<file path="src/sa_geometry_pkg.sv">
`default_nettype none

package sa_geometry_pkg;

    // grid size, also the A and B vector lengths
    localparam int ROWS = 4;
    localparam int COLS = 4;

    localparam int DATA_W = 8;

    // deepest inner dimension, sets the operand bank depth
    localparam int K_MAX = 16;
    localparam int K_W   = $clog2(K_MAX + 1);

    // full product plus headroom for K_MAX additions
    localparam int ACC_W = 2 * DATA_W + $clog2(K_MAX);

    typedef logic [DATA_W-1:0] element_t;
    typedef logic [ACC_W-1:0]  acc_t;

endpackage

`default_nettype wire

</file>
<file path="src/sa_stream_pkg.sv">
`default_nettype none

package sa_stream_pkg;

    import sa_geometry_pkg::*;

    localparam int ROW_W = (ROWS > 1) ? $clog2(ROWS) : 1;

    // one column of A, one row of B
    typedef element_t [ROWS-1:0] a_vec_t;
    typedef element_t [COLS-1:0] b_vec_t;

    typedef struct packed {
        logic           strobe;
        logic [K_W-1:0] step;
        a_vec_t         vec;
    } a_load_t;

    typedef struct packed {
        logic           strobe;
        logic [K_W-1:0] step;
        b_vec_t         vec;
    } b_load_t;

    typedef acc_t [COLS-1:0] sum_row_t;

    typedef struct packed {
        logic             valid;
        logic [ROW_W-1:0] row;
        sum_row_t         sums;
    } result_beat_t;

endpackage

`default_nettype wire

</file>
<file path="src/operand_bank.sv">
`default_nettype none

module operand_bank #(
    parameter int  DEPTH = 16,
    parameter type vec_t = logic [31:0]
) (
    input  wire logic                                        clk,
    input  wire logic                                        reset_n,
    input  wire logic [$bits(vec_t)+sa_geometry_pkg::K_W:0]  load_i,
    input  wire logic                                        rd_en_i,
    input  wire logic [sa_geometry_pkg::K_W-1:0]             rd_step_i,
    output vec_t                                             vec_o
);

    import sa_geometry_pkg::*;

    localparam int ADDR_W = (DEPTH > 1) ? $clog2(DEPTH) : 1;

    // field order as in a_load_t and b_load_t
    typedef struct packed {
        logic           strobe;
        logic [K_W-1:0] step;
        vec_t           vec;
    } load_t;

    load_t load;
    vec_t  mem [DEPTH];

    assign load = load_i;

    always_ff @(posedge clk) begin
        if (load.strobe) begin
            mem[load.step[ADDR_W-1:0]] <= load.vec;
        end
    end

    // zero outside a read so idle lanes add nothing
    always_ff @(posedge clk or negedge reset_n) begin
        if (!reset_n) begin
            vec_o <= '0;
        end else if (rd_en_i) begin
            vec_o <= mem[rd_step_i[ADDR_W-1:0]];
        end else begin
            vec_o <= '0;
        end
    end

    load_step_in_range: assert property (
        @(posedge clk) disable iff (!reset_n)
        load.strobe |-> (load.step < K_W'(DEPTH))
    ) else $error("load step %0d beyond bank depth %0d", load.step, DEPTH);

endmodule

`default_nettype wire

</file>
<file path="src/skew_feeder.sv">
`default_nettype none

module skew_feeder #(
    parameter int LANES = 4
) (
    input  wire logic                                  clk,
    input  wire logic                                  reset_n,
    input  wire sa_geometry_pkg::element_t [LANES-1:0] vec_i,
    output sa_geometry_pkg::element_t [LANES-1:0]      lanes_o
);

    import sa_geometry_pkg::*;

    // lane 0 enters the grid edge without delay
    assign lanes_o[0] = vec_i[0];

    for (genvar i = 1; i < LANES; i++) begin : g_lane
        element_t [i-1:0] chain_q;

        always_ff @(posedge clk or negedge reset_n) begin
            if (!reset_n) begin
                chain_q <= '0;
            end else begin
                chain_q[0] <= vec_i[i];
                for (int s = 1; s < i; s++) begin
                    chain_q[s] <= chain_q[s-1];
                end
            end
        end

        // i stages deep
        assign lanes_o[i] = chain_q[i-1];
    end

endmodule

`default_nettype wire

</file>
<file path="src/mac_cell.sv">
`default_nettype none

module mac_cell (
    input  wire logic                      clk,
    input  wire logic                      reset_n,
    input  wire logic                      clear_i,
    input  wire sa_geometry_pkg::element_t a_i,
    input  wire sa_geometry_pkg::element_t b_i,
    output sa_geometry_pkg::element_t      a_o,
    output sa_geometry_pkg::element_t      b_o,
    output sa_geometry_pkg::acc_t          sum_o
);

    import sa_geometry_pkg::*;

    logic [2*DATA_W-1:0] product;

    assign product = a_i * b_i;

    // operands move on to the right and lower neighbours
    always_ff @(posedge clk or negedge reset_n) begin
        if (!reset_n) begin
            a_o <= '0;
            b_o <= '0;
        end else begin
            a_o <= a_i;
            b_o <= b_i;
        end
    end

    always_ff @(posedge clk or negedge reset_n) begin
        if (!reset_n) begin
            sum_o <= '0;
        end else if (clear_i) begin
            sum_o <= '0;
        end else begin
            sum_o <= sum_o + acc_t'(product);
        end
    end

endmodule

`default_nettype wire

</file>
<file path="src/systolic_grid.sv">
`default_nettype none

module systolic_grid (
    input  wire logic                                           clk,
    input  wire logic                                           reset_n,
    input  wire logic                                           clear_i,
    input  wire sa_stream_pkg::a_vec_t                          a_edge_i,
    input  wire sa_stream_pkg::b_vec_t                          b_edge_i,
    output sa_stream_pkg::sum_row_t [sa_geometry_pkg::ROWS-1:0] sums_o
);

    import sa_geometry_pkg::*;

    // a travels right along a row, b travels down a column
    element_t a_h [ROWS][COLS+1];
    element_t b_v [ROWS+1][COLS];

    for (genvar r = 0; r < ROWS; r++) begin : g_left
        assign a_h[r][0] = a_edge_i[r];
    end

    for (genvar c = 0; c < COLS; c++) begin : g_top
        assign b_v[0][c] = b_edge_i[c];
    end

    // cell (r,c) ends up holding C[r][c]
    for (genvar r = 0; r < ROWS; r++) begin : g_row
        for (genvar c = 0; c < COLS; c++) begin : g_col
            mac_cell u_mac_cell (
                .clk     (clk),
                .reset_n (reset_n),
                .clear_i (clear_i),
                .a_i     (a_h[r][c]),
                .b_i     (b_v[r][c]),
                .a_o     (a_h[r][c+1]),
                .b_o     (b_v[r+1][c]),
                .sum_o   (sums_o[r][c])
            );
        end
    end

endmodule

`default_nettype wire

</file>
<file path="src/matmul_ctrl.sv">
`default_nettype none

module matmul_ctrl #(
    parameter int COMPUTE_SLACK = 2
) (
    input  wire logic                            clk,
    input  wire logic                            reset_n,
    input  wire logic                            start_i,
    input  wire logic [sa_geometry_pkg::K_W-1:0] k_len_i,
    input  wire logic                            done_i,
    output logic                                 rd_en_o,
    output logic [sa_geometry_pkg::K_W-1:0]      rd_step_o,
    output logic                                 clear_o,
    output logic                                 snap_o
);

    import sa_geometry_pkg::*;

    // last product lands in the far corner ROWS+COLS-1 cycles after the last read
    localparam int WAIT_CYCLES = ROWS + COLS + COMPUTE_SLACK - 1;
    localparam int WAIT_W      = $clog2(WAIT_CYCLES + 1);

    typedef enum logic [1:0] {
        S_IDLE,
        S_FEED,
        S_WAIT
    } state_t;

    state_t            state_q;
    logic [K_W-1:0]    k_len_q;
    logic [WAIT_W-1:0] wait_q;
    logic              busy;
    logic              start_accept;

    assign busy         = (state_q != S_IDLE);
    assign start_accept = start_i && !busy;

    always_ff @(posedge clk or negedge reset_n) begin
        if (!reset_n) begin
            state_q   <= S_IDLE;
            k_len_q   <= '0;
            wait_q    <= '0;
            rd_en_o   <= 1'b0;
            rd_step_o <= '0;
            clear_o   <= 1'b0;
            snap_o    <= 1'b0;
        end else begin
            clear_o <= start_accept;
            snap_o  <= 1'b0;
            case (state_q)
                S_IDLE: begin
                    if (start_accept) begin
                        state_q   <= S_FEED;
                        k_len_q   <= k_len_i;
                        rd_en_o   <= 1'b1;
                        rd_step_o <= '0;
                    end
                end
                S_FEED: begin
                    if (rd_step_o == k_len_q - 1'b1) begin
                        state_q <= S_WAIT;
                        rd_en_o <= 1'b0;
                        wait_q  <= WAIT_W'(WAIT_CYCLES);
                    end else begin
                        rd_step_o <= rd_step_o + 1'b1;
                    end
                end
                S_WAIT: begin
                    // snap once as the count runs out, then hold until the drain ends
                    if (wait_q != '0) begin
                        wait_q <= wait_q - 1'b1;
                        snap_o <= (wait_q == WAIT_W'(1));
                    end
                    if (done_i) begin
                        state_q <= S_IDLE;
                    end
                end
                default: begin
                    state_q <= S_IDLE;
                end
            endcase
        end
    end

    no_snap_in_feed: assert property (
        @(posedge clk) disable iff (!reset_n)
        (state_q == S_FEED) |-> !snap_o
    ) else $error("snap issued while operands are still being read");

endmodule

`default_nettype wire

</file>
<file path="src/result_drain.sv">
`default_nettype none

module result_drain (
    input  wire logic                                           clk,
    input  wire logic                                           reset_n,
    input  wire logic                                           snap_i,
    input  wire sa_stream_pkg::sum_row_t [sa_geometry_pkg::ROWS-1:0] sums_i,
    output sa_stream_pkg::result_beat_t                         result_o,
    output logic                                                done_o
);

    import sa_geometry_pkg::*;
    import sa_stream_pkg::*;

    localparam logic [ROW_W-1:0] LAST_ROW = ROW_W'(ROWS - 1);

    sum_row_t [ROWS-1:0] hold_q;
    logic [ROW_W-1:0]    row_q;
    logic                active_q;

    // the copy lets the grid clear for the next run
    always_ff @(posedge clk) begin
        if (snap_i) begin
            hold_q <= sums_i;
        end
    end

    always_ff @(posedge clk or negedge reset_n) begin
        if (!reset_n) begin
            active_q <= 1'b0;
            row_q    <= '0;
            done_o   <= 1'b0;
        end else begin
            done_o <= active_q && (row_q == LAST_ROW);
            if (snap_i) begin
                active_q <= 1'b1;
                row_q    <= '0;
            end else if (active_q) begin
                if (row_q == LAST_ROW) begin
                    active_q <= 1'b0;
                end else begin
                    row_q <= row_q + 1'b1;
                end
            end
        end
    end

    // one row per cycle, row 0 first
    assign result_o.valid = active_q;
    assign result_o.row   = row_q;
    assign result_o.sums  = hold_q[row_q];

    no_snap_while_draining: assert property (
        @(posedge clk) disable iff (!reset_n)
        snap_i |-> !active_q
    ) else $error("snap arrived during a drain, row %0d", row_q);

endmodule

`default_nettype wire

</file>
<file path="src/matmul_top.sv">
`default_nettype none

module matmul_top #(
    parameter int COMPUTE_SLACK = 2
) (
    input  wire logic                            clk,
    input  wire logic                            reset_n,
    input  wire sa_stream_pkg::a_load_t          a_load_i,
    input  wire sa_stream_pkg::b_load_t          b_load_i,
    input  wire logic [sa_geometry_pkg::K_W-1:0] k_len_i,
    input  wire logic                            start_i,
    output sa_stream_pkg::result_beat_t          result_o,
    output logic                                 done_o
);

    import sa_geometry_pkg::*;
    import sa_stream_pkg::*;

    logic                rd_en;
    logic [K_W-1:0]      rd_step;
    logic                clear;
    logic                snap;
    a_vec_t              a_rd_vec;
    a_vec_t              a_edge;
    b_vec_t              b_rd_vec;
    b_vec_t              b_edge;
    sum_row_t [ROWS-1:0] sums;

    matmul_ctrl #(
        .COMPUTE_SLACK (COMPUTE_SLACK)
    ) u_matmul_ctrl (
        .clk       (clk),
        .reset_n   (reset_n),
        .start_i   (start_i),
        .k_len_i   (k_len_i),
        .done_i    (done_o),
        .rd_en_o   (rd_en),
        .rd_step_o (rd_step),
        .clear_o   (clear),
        .snap_o    (snap)
    );

    // A columns on the left edge
    operand_bank #(
        .DEPTH (K_MAX),
        .vec_t (a_vec_t)
    ) u_a_bank (
        .clk       (clk),
        .reset_n   (reset_n),
        .load_i    (a_load_i),
        .rd_en_i   (rd_en),
        .rd_step_i (rd_step),
        .vec_o     (a_rd_vec)
    );

    skew_feeder #(
        .LANES (ROWS)
    ) u_a_skew (
        .clk     (clk),
        .reset_n (reset_n),
        .vec_i   (a_rd_vec),
        .lanes_o (a_edge)
    );

    // B rows on the top edge
    operand_bank #(
        .DEPTH (K_MAX),
        .vec_t (b_vec_t)
    ) u_b_bank (
        .clk       (clk),
        .reset_n   (reset_n),
        .load_i    (b_load_i),
        .rd_en_i   (rd_en),
        .rd_step_i (rd_step),
        .vec_o     (b_rd_vec)
    );

    skew_feeder #(
        .LANES (COLS)
    ) u_b_skew (
        .clk     (clk),
        .reset_n (reset_n),
        .vec_i   (b_rd_vec),
        .lanes_o (b_edge)
    );

    systolic_grid u_systolic_grid (
        .clk      (clk),
        .reset_n  (reset_n),
        .clear_i  (clear),
        .a_edge_i (a_edge),
        .b_edge_i (b_edge),
        .sums_o   (sums)
    );

    result_drain u_result_drain (
        .clk      (clk),
        .reset_n  (reset_n),
        .snap_i   (snap),
        .sums_i   (sums),
        .result_o (result_o),
        .done_o   (done_o)
    );

endmodule

`default_nettype wire

</file>
<file path="config.mk">
export PLATFORM = sky130hd
export DESIGN_NAME = matmul_top
export DESIGN_NICKNAME = d
export VERILOG_FILES = /design/src/sa_geometry_pkg.sv /design/src/sa_stream_pkg.sv /design/src/operand_bank.sv /design/src/skew_feeder.sv /design/src/mac_cell.sv /design/src/systolic_grid.sv /design/src/matmul_ctrl.sv /design/src/result_drain.sv /design/src/matmul_top.sv
export SDC_FILE = /design/constraint.sdc
export NUM_CORES = 2
export LEC_CHECK = 0
export ABC_CLOCK_PERIOD_IN_PS = 14920
export BUFFER_PORTS_ARGS = -buffer_cell sky130_fd_sc_hd__buf_2
export CAP_MARGIN = 5
export CORE_ASPECT_RATIO = 1.25
export CORE_MARGIN = 10
export CORE_UTILIZATION = 25
export CTS_CLUSTER_SIZE = 8
export DETAILED_ROUTE_END_ITERATION = 8
export HOLD_SLACK_MARGIN = 0.12
export PLACE_DENSITY_LB_ADDON = 0.25
export SETUP_SLACK_MARGIN = 0.3
export SLEW_MARGIN = 10
export SYNTH_ARGS = -nofsm -noshare
export SYNTH_HDL_FRONTEND = slang
export SYNTH_SLANG_ARGS = --single-unit
</file>
<file path="constraint.sdc">
create_clock -name clk -period 14.92 [get_ports clk]
set_clock_uncertainty 0.1 [all_clocks]
set_input_delay 0.746 -clock clk [delete_from_list [all_inputs] [get_ports clk]]
set_output_delay 0.746 -clock clk [all_outputs]
set_load 0.01 [all_outputs]
</file>
After elaboration in Yosys (flattened, before gate mapping)
Memory sizes are Yosys's and may differ from the RTL's.
Cells that the tools add are included.
{"block": "totals", "output_inout_bits": 84, "ram_bits": 1024, "ff_bits": 1015, "n_memories": 2, "wordCells": 196, "input_bits": 84}
{"block": "classes", "magnitude_cmp": 1, "add_sub_neg": 20, "n_eq_ne": 11, "reduce_logical": 15, "n_mul": 16, "mux": 45}
{"memory": "u_a_bank.mem", "depth": 16, "width": 32, "read_ports": 1, "rd_ports_with_merged_regs": 0, "write_ports": 1, "line_no": "operand_bank.sv:27", "rtl": "vec_t mem [DEPTH];"}
{"memory": "u_b_bank.mem", "depth": 16, "width": 32, "read_ports": 1, "rd_ports_with_merged_regs": 0, "write_ports": 1, "line_no": "operand_bank.sv:27"}
{"op": "$add 20x16->20", "n": 16}
{"op": "$mux 20", "n": 16}
{"op": "$mul 8x8->16", "n": 16}
{"op": "$bmux 80 s2", "n": 1}
{"op": "$mux 80", "n": 1}
{"op": "$mux 32", "n": 2}
{"op": "$mux 2", "n": 6}
{"op": "$reduce_and 3->1", "n": 4}
{"op": "$mux 1", "n": 11}
{"op": "$mux 5", "n": 2}
{"op": "$pmux 5 s2", "n": 1}
{"op": "$mux 4", "n": 2}
{"op": "$ne 2x1->1 const B", "n": 4}
{"op": "$pmux 4 s2", "n": 1}
{"op": "$reduce_bool 2->1", "n": 4}
{"op": "$pmux 2 s3", "n": 1}
{"op": "$add 5x1->5 const B", "n": 1}
{"op": "$eq 5x5->1", "n": 1}
{"op": "$sub 5x1->5 const B", "n": 1}
{"op": "$eq 2x2->1 const B", "n": 2}
{"op": "$eq 4x1->1 const B", "n": 1}
{"op": "$ne 2x2->1 const B", "n": 2}
{"op": "$reduce_and 2->1", "n": 2}
{"op": "$reduce_bool 4->1", "n": 1}
{"op": "other kinds (8)", "n": 9}

Longest topological paths before layout
{"block": "depth", "depth_word": 5, "mapped_depth": 18, "ltp_nobuf": 17}

Cells and area by module
A second synthesis with hierarchy kept.
{"block": "unflattened", "hier_cells": 9362, "hier_area_um2": 118935.3}
{"mod": "operand_bank", "cells_per_inst": 1082, "seq_area_each_um2": 16175.5, "area_per_inst_um2": 20842.5, "n_inst": 2}
{"mod": "mac_cell at u_systolic_grid.g_row[1].g_col[2].u_mac_cell ...", "cells_per_inst": 412, "seq_area_each_um2": 900.9, "area_per_inst_um2": 3907.5, "n_inst": 5}
{"mod": "mac_cell at u_systolic_grid.g_row[0].g_col[0].u_mac_cell ...", "cells_per_inst": 411, "seq_area_each_um2": 900.9, "area_per_inst_um2": 3854.9, "n_inst": 5}
{"mod": "result_drain", "cells_per_inst": 431, "seq_area_each_um2": 9709.3, "area_per_inst_um2": 11791.3, "n_inst": 1}
{"mod": "mac_cell at u_systolic_grid.g_row[3].g_col[2].u_mac_cell ...", "cells_per_inst": 408, "seq_area_each_um2": 900.9, "area_per_inst_um2": 3877.5, "n_inst": 2}
{"mod": "mac_cell at u_systolic_grid.g_row[3].g_col[0].u_mac_cell ...", "cells_per_inst": 396, "seq_area_each_um2": 900.9, "area_per_inst_um2": 3772.4, "n_inst": 2}
{"mod": "mac_cell at u_systolic_grid.g_row[2].g_col[3].u_mac_cell", "cells_per_inst": 405, "seq_area_each_um2": 900.9, "area_per_inst_um2": 3852.4, "n_inst": 1}
{"mod": "mac_cell at u_systolic_grid.g_row[1].g_col[1].u_mac_cell", "cells_per_inst": 396, "seq_area_each_um2": 900.9, "area_per_inst_um2": 3757.4, "n_inst": 1}
{"mod": "skew_feeder", "cells_per_inst": 72, "seq_area_each_um2": 1201.2, "area_per_inst_um2": 1381.3, "n_inst": 2}
{"mod": "matmul_ctrl", "cells_per_inst": 99, "seq_area_each_um2": 475.5, "area_per_inst_um2": 974.7, "n_inst": 1}

Worst setup path after synthesis
No wires, ideal clock.
{"block": "synth_timing", "kind": "reg-to-reg", "start": "reg u_matmul_ctrl.snap_o", "end": "reg u_result_drain.active_q", "stages_incl_launch_ff": 2, "required_time_ns": 14.714, "slack_ns": 7.237, "n_path_buf": 0, "synth_period_minus_slack_ns": 7.683, "setup_time_ns": 0.106, "t_arrival_ns": 7.477, "path_cell_list": "dfrtp_1 > or2_2"}
{"block": "synth_between", "elab_chain_len": 1}
{"element": "start, declared", "line_no": "matmul_ctrl.sv:14", "rtl": "output logic snap_o"}
{"element": "start signal, assigned", "line_no": "matmul_ctrl.sv:72", "rtl": "snap_o <= (wait_q == WAIT_W'(1));"}
{"element": "$mux 1", "line_no": "result_drain.sv:35", "rtl": "if (snap_i) begin"}
{"element": "end signal, assigned", "line_no": "result_drain.sv:30", "rtl": "active_q <= 1'b0;"}
{"element": "end signal, assigned", "line_no": "result_drain.sv:36", "rtl": "active_q <= 1'b1;"}
{"element": "end signal, assigned", "line_no": "result_drain.sv:40", "rtl": "active_q <= 1'b0;"}
{"element": "end, declared", "line_no": "result_drain.sv:19", "rtl": "logic active_q;"}
No other way between the ends.
A chain may end at the register's enable or synchronous reset.

Worst setup path after layout
{"block": "layout_timing", "start": "reg u_systolic_grid.g_row[1].g_col[1].u_mac_cell.a_o[5]", "end": "reg u_systolic_grid.g_row[1].g_col[2].u_mac_cell.sum_o[19]"}
{"block": "layout_between", "elab_chain_len": 3}
{"element": "start, declared", "line_no": "mac_cell.sv:9", "rtl": "output sa_geometry_pkg::element_t a_o,"}
{"element": "start signal, assigned", "line_no": "mac_cell.sv:26", "rtl": "a_o <= a_i;"}
{"element": "$mul 8x8->16", "line_no": "mac_cell.sv:18", "rtl": "assign product = a_i * b_i;"}
{"element": "$add 20x16->20", "line_no": "mac_cell.sv:37", "rtl": "sum_o <= sum_o + acc_t'(product);"}
{"element": "$mux 20", "line_no": "mac_cell.sv:34", "rtl": "end else if (clear_i) begin"}
{"element": "end signal, assigned", "line_no": "mac_cell.sv:37"}
{"element": "end, declared", "line_no": "mac_cell.sv:11", "rtl": "output sa_geometry_pkg::acc_t sum_o"}
No other way between the ends.

==> results.py <==
metrics = {
    "routing": {
        "dr_total_vias": 64830,
        "drt-pass1-iter-count": 5,
        "drc_errors": 0,
        "drtIter0Drc": 3810,
        "wl_per_cell_um": 20.00,
        "vias_per_cell": 4.340,
        "drt-total-wl_um": 298700,
        "ant_nets": 0,
    },
    "sta": {
        "max_freq_mhz": 180.5,
        "maxSlewHeadroom_pct": 29.73,
        "slew_violations": 0,
        "rsz0062_at_grt": "no",
        "period_share_pct": 37.14,
        "period_minus_slack_ns": 5.541,
        "worstMarginPinSlew_ns": 1.054,
        "hold_violations": 0,
        "setup_tns_ns": 0,
        "setup_violations": 0,
    },
    "layout": {
        "drive_above_1_share_pct": 11.83,
        "seq_area_um2": 57780,
        "multi_input_area_um2": 48440,
        "n_fill_cell": 45480,
        "layout.nets": 10320,
        "area_growth_pct": 15.71,
    },
    "cts": {
        "worstSkewPairLatency_ns": 0.92,
        "cts_made_buffers": 300,
        "clk_pin_slew_ns": 0.05,
        "cts_buffer_depth": 4,
        "htree_levels": 5,
        "tritoncts": "done",
        "clkSinkCount": 2039,
        "cts-root-buf": "clkbuf_16",
    },
    "worst_setup_path": {
        "crit_arrival_ns": 6.24,
        "crit_required_ns": 15.62,
        "start_kind": "flop",
        "crit_type": "reg2reg",
        "rr_worst_depth": 16,
        "cp_max_fo": 9,
        "rrSetupSlack_ns": 9.38,
        "critPathCaptureType": "flop",
    },
    "synth": {
        "syn_nets": 9915,
        "synthDominantCellAreaShare_pct": 35.77,
        "synth_cell_types": 74,
        "synth.avg_cell_area_um2": 13.48,
        "syn_area_um2": 112800,
        "yosysSeqAreaShare_pct": 51.19,
        "yosysTopAreaCell": "edfxtp_1",
        "synth_seq_cells": 2039,
        "yosysWarnings": 0,
        "synth_area_leaders": "edfxtp_1 (36%), dfrtp_1 (15%), fa_1 (14%)",
        "synthFlopType": "edfxtp_1",
        "synth-edff-count": 1344,
        "syn_inst": 8367,
        "async_flop_share_pct": 34.09,
    },
    "grt": {
        "grt_max_degree": 140,
        "antenna_found_initial": 60,
        "gr-total-overflow": 0,
        "globalRouteTotalUtil_pct": 12.40,
        "first_global_vias": 71880,
        "grt_pass1_wl_um": 454700,
    },
    "hold_path": {
        "min_to": "u_b_bank.mem[14][5]",
        "hold_path.class": "in2reg",
        "min_from": "b_load_i[5]",
        "hold_path_depth": 1,
    },
    "die": {
        "core_region_area_um2": 449000,
        "start_util_pct": 25.12,
        "pin_count": 168,
        "die_area_um2": 478700,
        "die_x_um": 620.8,
        "rows": 275,
        "die_y_um": 771.1,
    },
    "run_status": {
        "outcome": "completed",
    },
    "placement": {
        "gp_congestion": 0.8038,
        "portBuffers": 165,
        "hpwl_um": 204700,
    },
    "run": {
        "timing.max_cap.violations": 0,
    },
}
[per-layer routing]
metal | part of all wire (%) | global-route usage [%] | routed length [um]
met5 | 0.078 | 0 | 234
met4 | 3.2 | 3.845 | 9508
met3 | 4.0 | 1.922 | 12020
met2 | 51 | 22.07 | 151900
met1 | 42 | 15.43 | 125100
[synth_stat cells (10+ instances only)]
cell	n
a21o_1	74
edfxtp_1	1344
xnor2_1	100
nor2b_1	95
nor3b_1	16
o21bai_1	40
clkbuf_1	140
fa_1	800
dfrtp_1	695
nand3_1	28
buf_1	22
a211oi_1	36
inv_1	1624
nand2b_1	18
or3_1	13
nor2_1	336
o31ai_1	19
a31oi_1	21
o21a_1	13
a21oi_1	187
o21ai_0	118
nand2_1	603
and2_1	586
nor3_1	54
xor2_1	87
and3_1	17
nand4_1	16
ha_1	664
mux4_2	400
buf_2	27
nor4b_1	10
or2_2	14
a31o_2	11
[logic make-up after synthesis]
logic type	synth area share, %
AO/OA/AOI/OAI	3.533
multiplexers	8.109
adder cells (fa/ha/maj)	21.56
AND/OR/NAND/NOR	8.083
XOR/XNOR	1.452
buffers and inverters	6.072
flip-flops	51.19
[worst max path at each step]
stage | endpoint | slack, ns
floorplan | u_result_drain.active_q | 7.24
global placement | flop | 9.34
detailed placement | flop | 9.31
CTS | flop | 9.29
global route | flop | 9.06
finish | flop | 9.38
[sequential cells by signal (all words and copies together) (netlist names), 2 cells and up]
name	count
u_systolic_grid.g_row.g_col.u_mac_cell.a_o	96
u_result_drain.row_q	2
u_matmul_ctrl.rd_step_o	5
u_b_skew.g_lane.chain_q	32
u_a_bank.vec_o	32
u_a_bank.mem	512
u_b_bank.mem	512
u_result_drain.hold_q	320
u_a_skew.g_lane.chain_q	32
u_matmul_ctrl.k_len_q	5
u_matmul_ctrl.state_q	2
u_systolic_grid.g_row.g_col.u_mac_cell.sum_o	320
u_b_bank.vec_o	32
u_a_skew.lanes_o	16
u_systolic_grid.g_row.g_col.u_mac_cell.b_o	96
u_matmul_ctrl.wait_q	4
u_b_skew.lanes_o	16
[final cells by class]
cell class,count,share of cell area [%]
clock inverters,27,0.2665
repair buffers,289,1.524
multi-input cells,4513,37.10
well taps,5955,5.708
inverters,1625,4.674
flip-flops and latches,2039,44.26
clock buffers,474,6.427
diodes,18,0.03451
[worst max-delay path: stages, from the launching register on]
cell	delay, ns
dfrtp_1	0.85
nand2_1	0.18
fa_1	0.54
fa_1	0.54
inv_1	0.05
fa_1	0.47
inv_1	0.05
fa_1	0.47
inv_1	0.04
ha_1	0.31
o21ai_0	0.14
nor2_1	0.17
o31ai_1	0.14
a311oi_1	0.56
a21boi_0	0.32
or3_1	0.37
a21oi_1	0.16
[cell usage in the layout, fill, tap and decap left out, types with 40 or more instances in the layout]
cell / netlist / final
dlygate4sd3_1: 0 / 59
edfxtp_1: 1344 / 1344
o21bai_1: 40 / 40
clkbuf_16: 0 / 307
inv_1: 1624 / 1623
nor2b_1: 95 / 95
fa_1: 800 / 800
nand2_1: 603 / 603
and2_1: 586 / 586
xor2_1: 87 / 87
xnor2_1: 100 / 100
nor3_1: 54 / 46
buf_2: 27 / 164
ha_1: 664 / 664
nor2_1: 336 / 312
mux4_2: 400 / 400
a21o_1: 74 / 74
o21ai_0: 118 / 118
dfrtp_1: 695 / 686
a21oi_1: 187 / 187
clkbuf_1: 140 / 159
buf_4: 1 / 59
[per-stage QoR]
step	cell area [um^2]	utilization, %	worst slack (ns)	hold WS, ns	instances
after CTS	130500	29.06	9.285	0.1203	14920
after floorplan	112800	-	7.237	0.2312	8367
after detailed placement	121200	26.98	9.311	0.2347	14360
after global placement	121200	26.98	9.338	0.2341	14360
final	130500	29.07	9.379	0.1972	14940
after global routing	130500	29.07	9.063	0.1536	14930
[timing repair]
action                     CTS  global route
hold endpoints to repair   850             0
buffers inserted             0             0
gates resized for setup      0             0
hold buffers                59             0
setup endpoints to repair    0             0
Power is not shown: default switching activity piles up to over one toggle a cycle in this logic, so the estimate is an artifact.
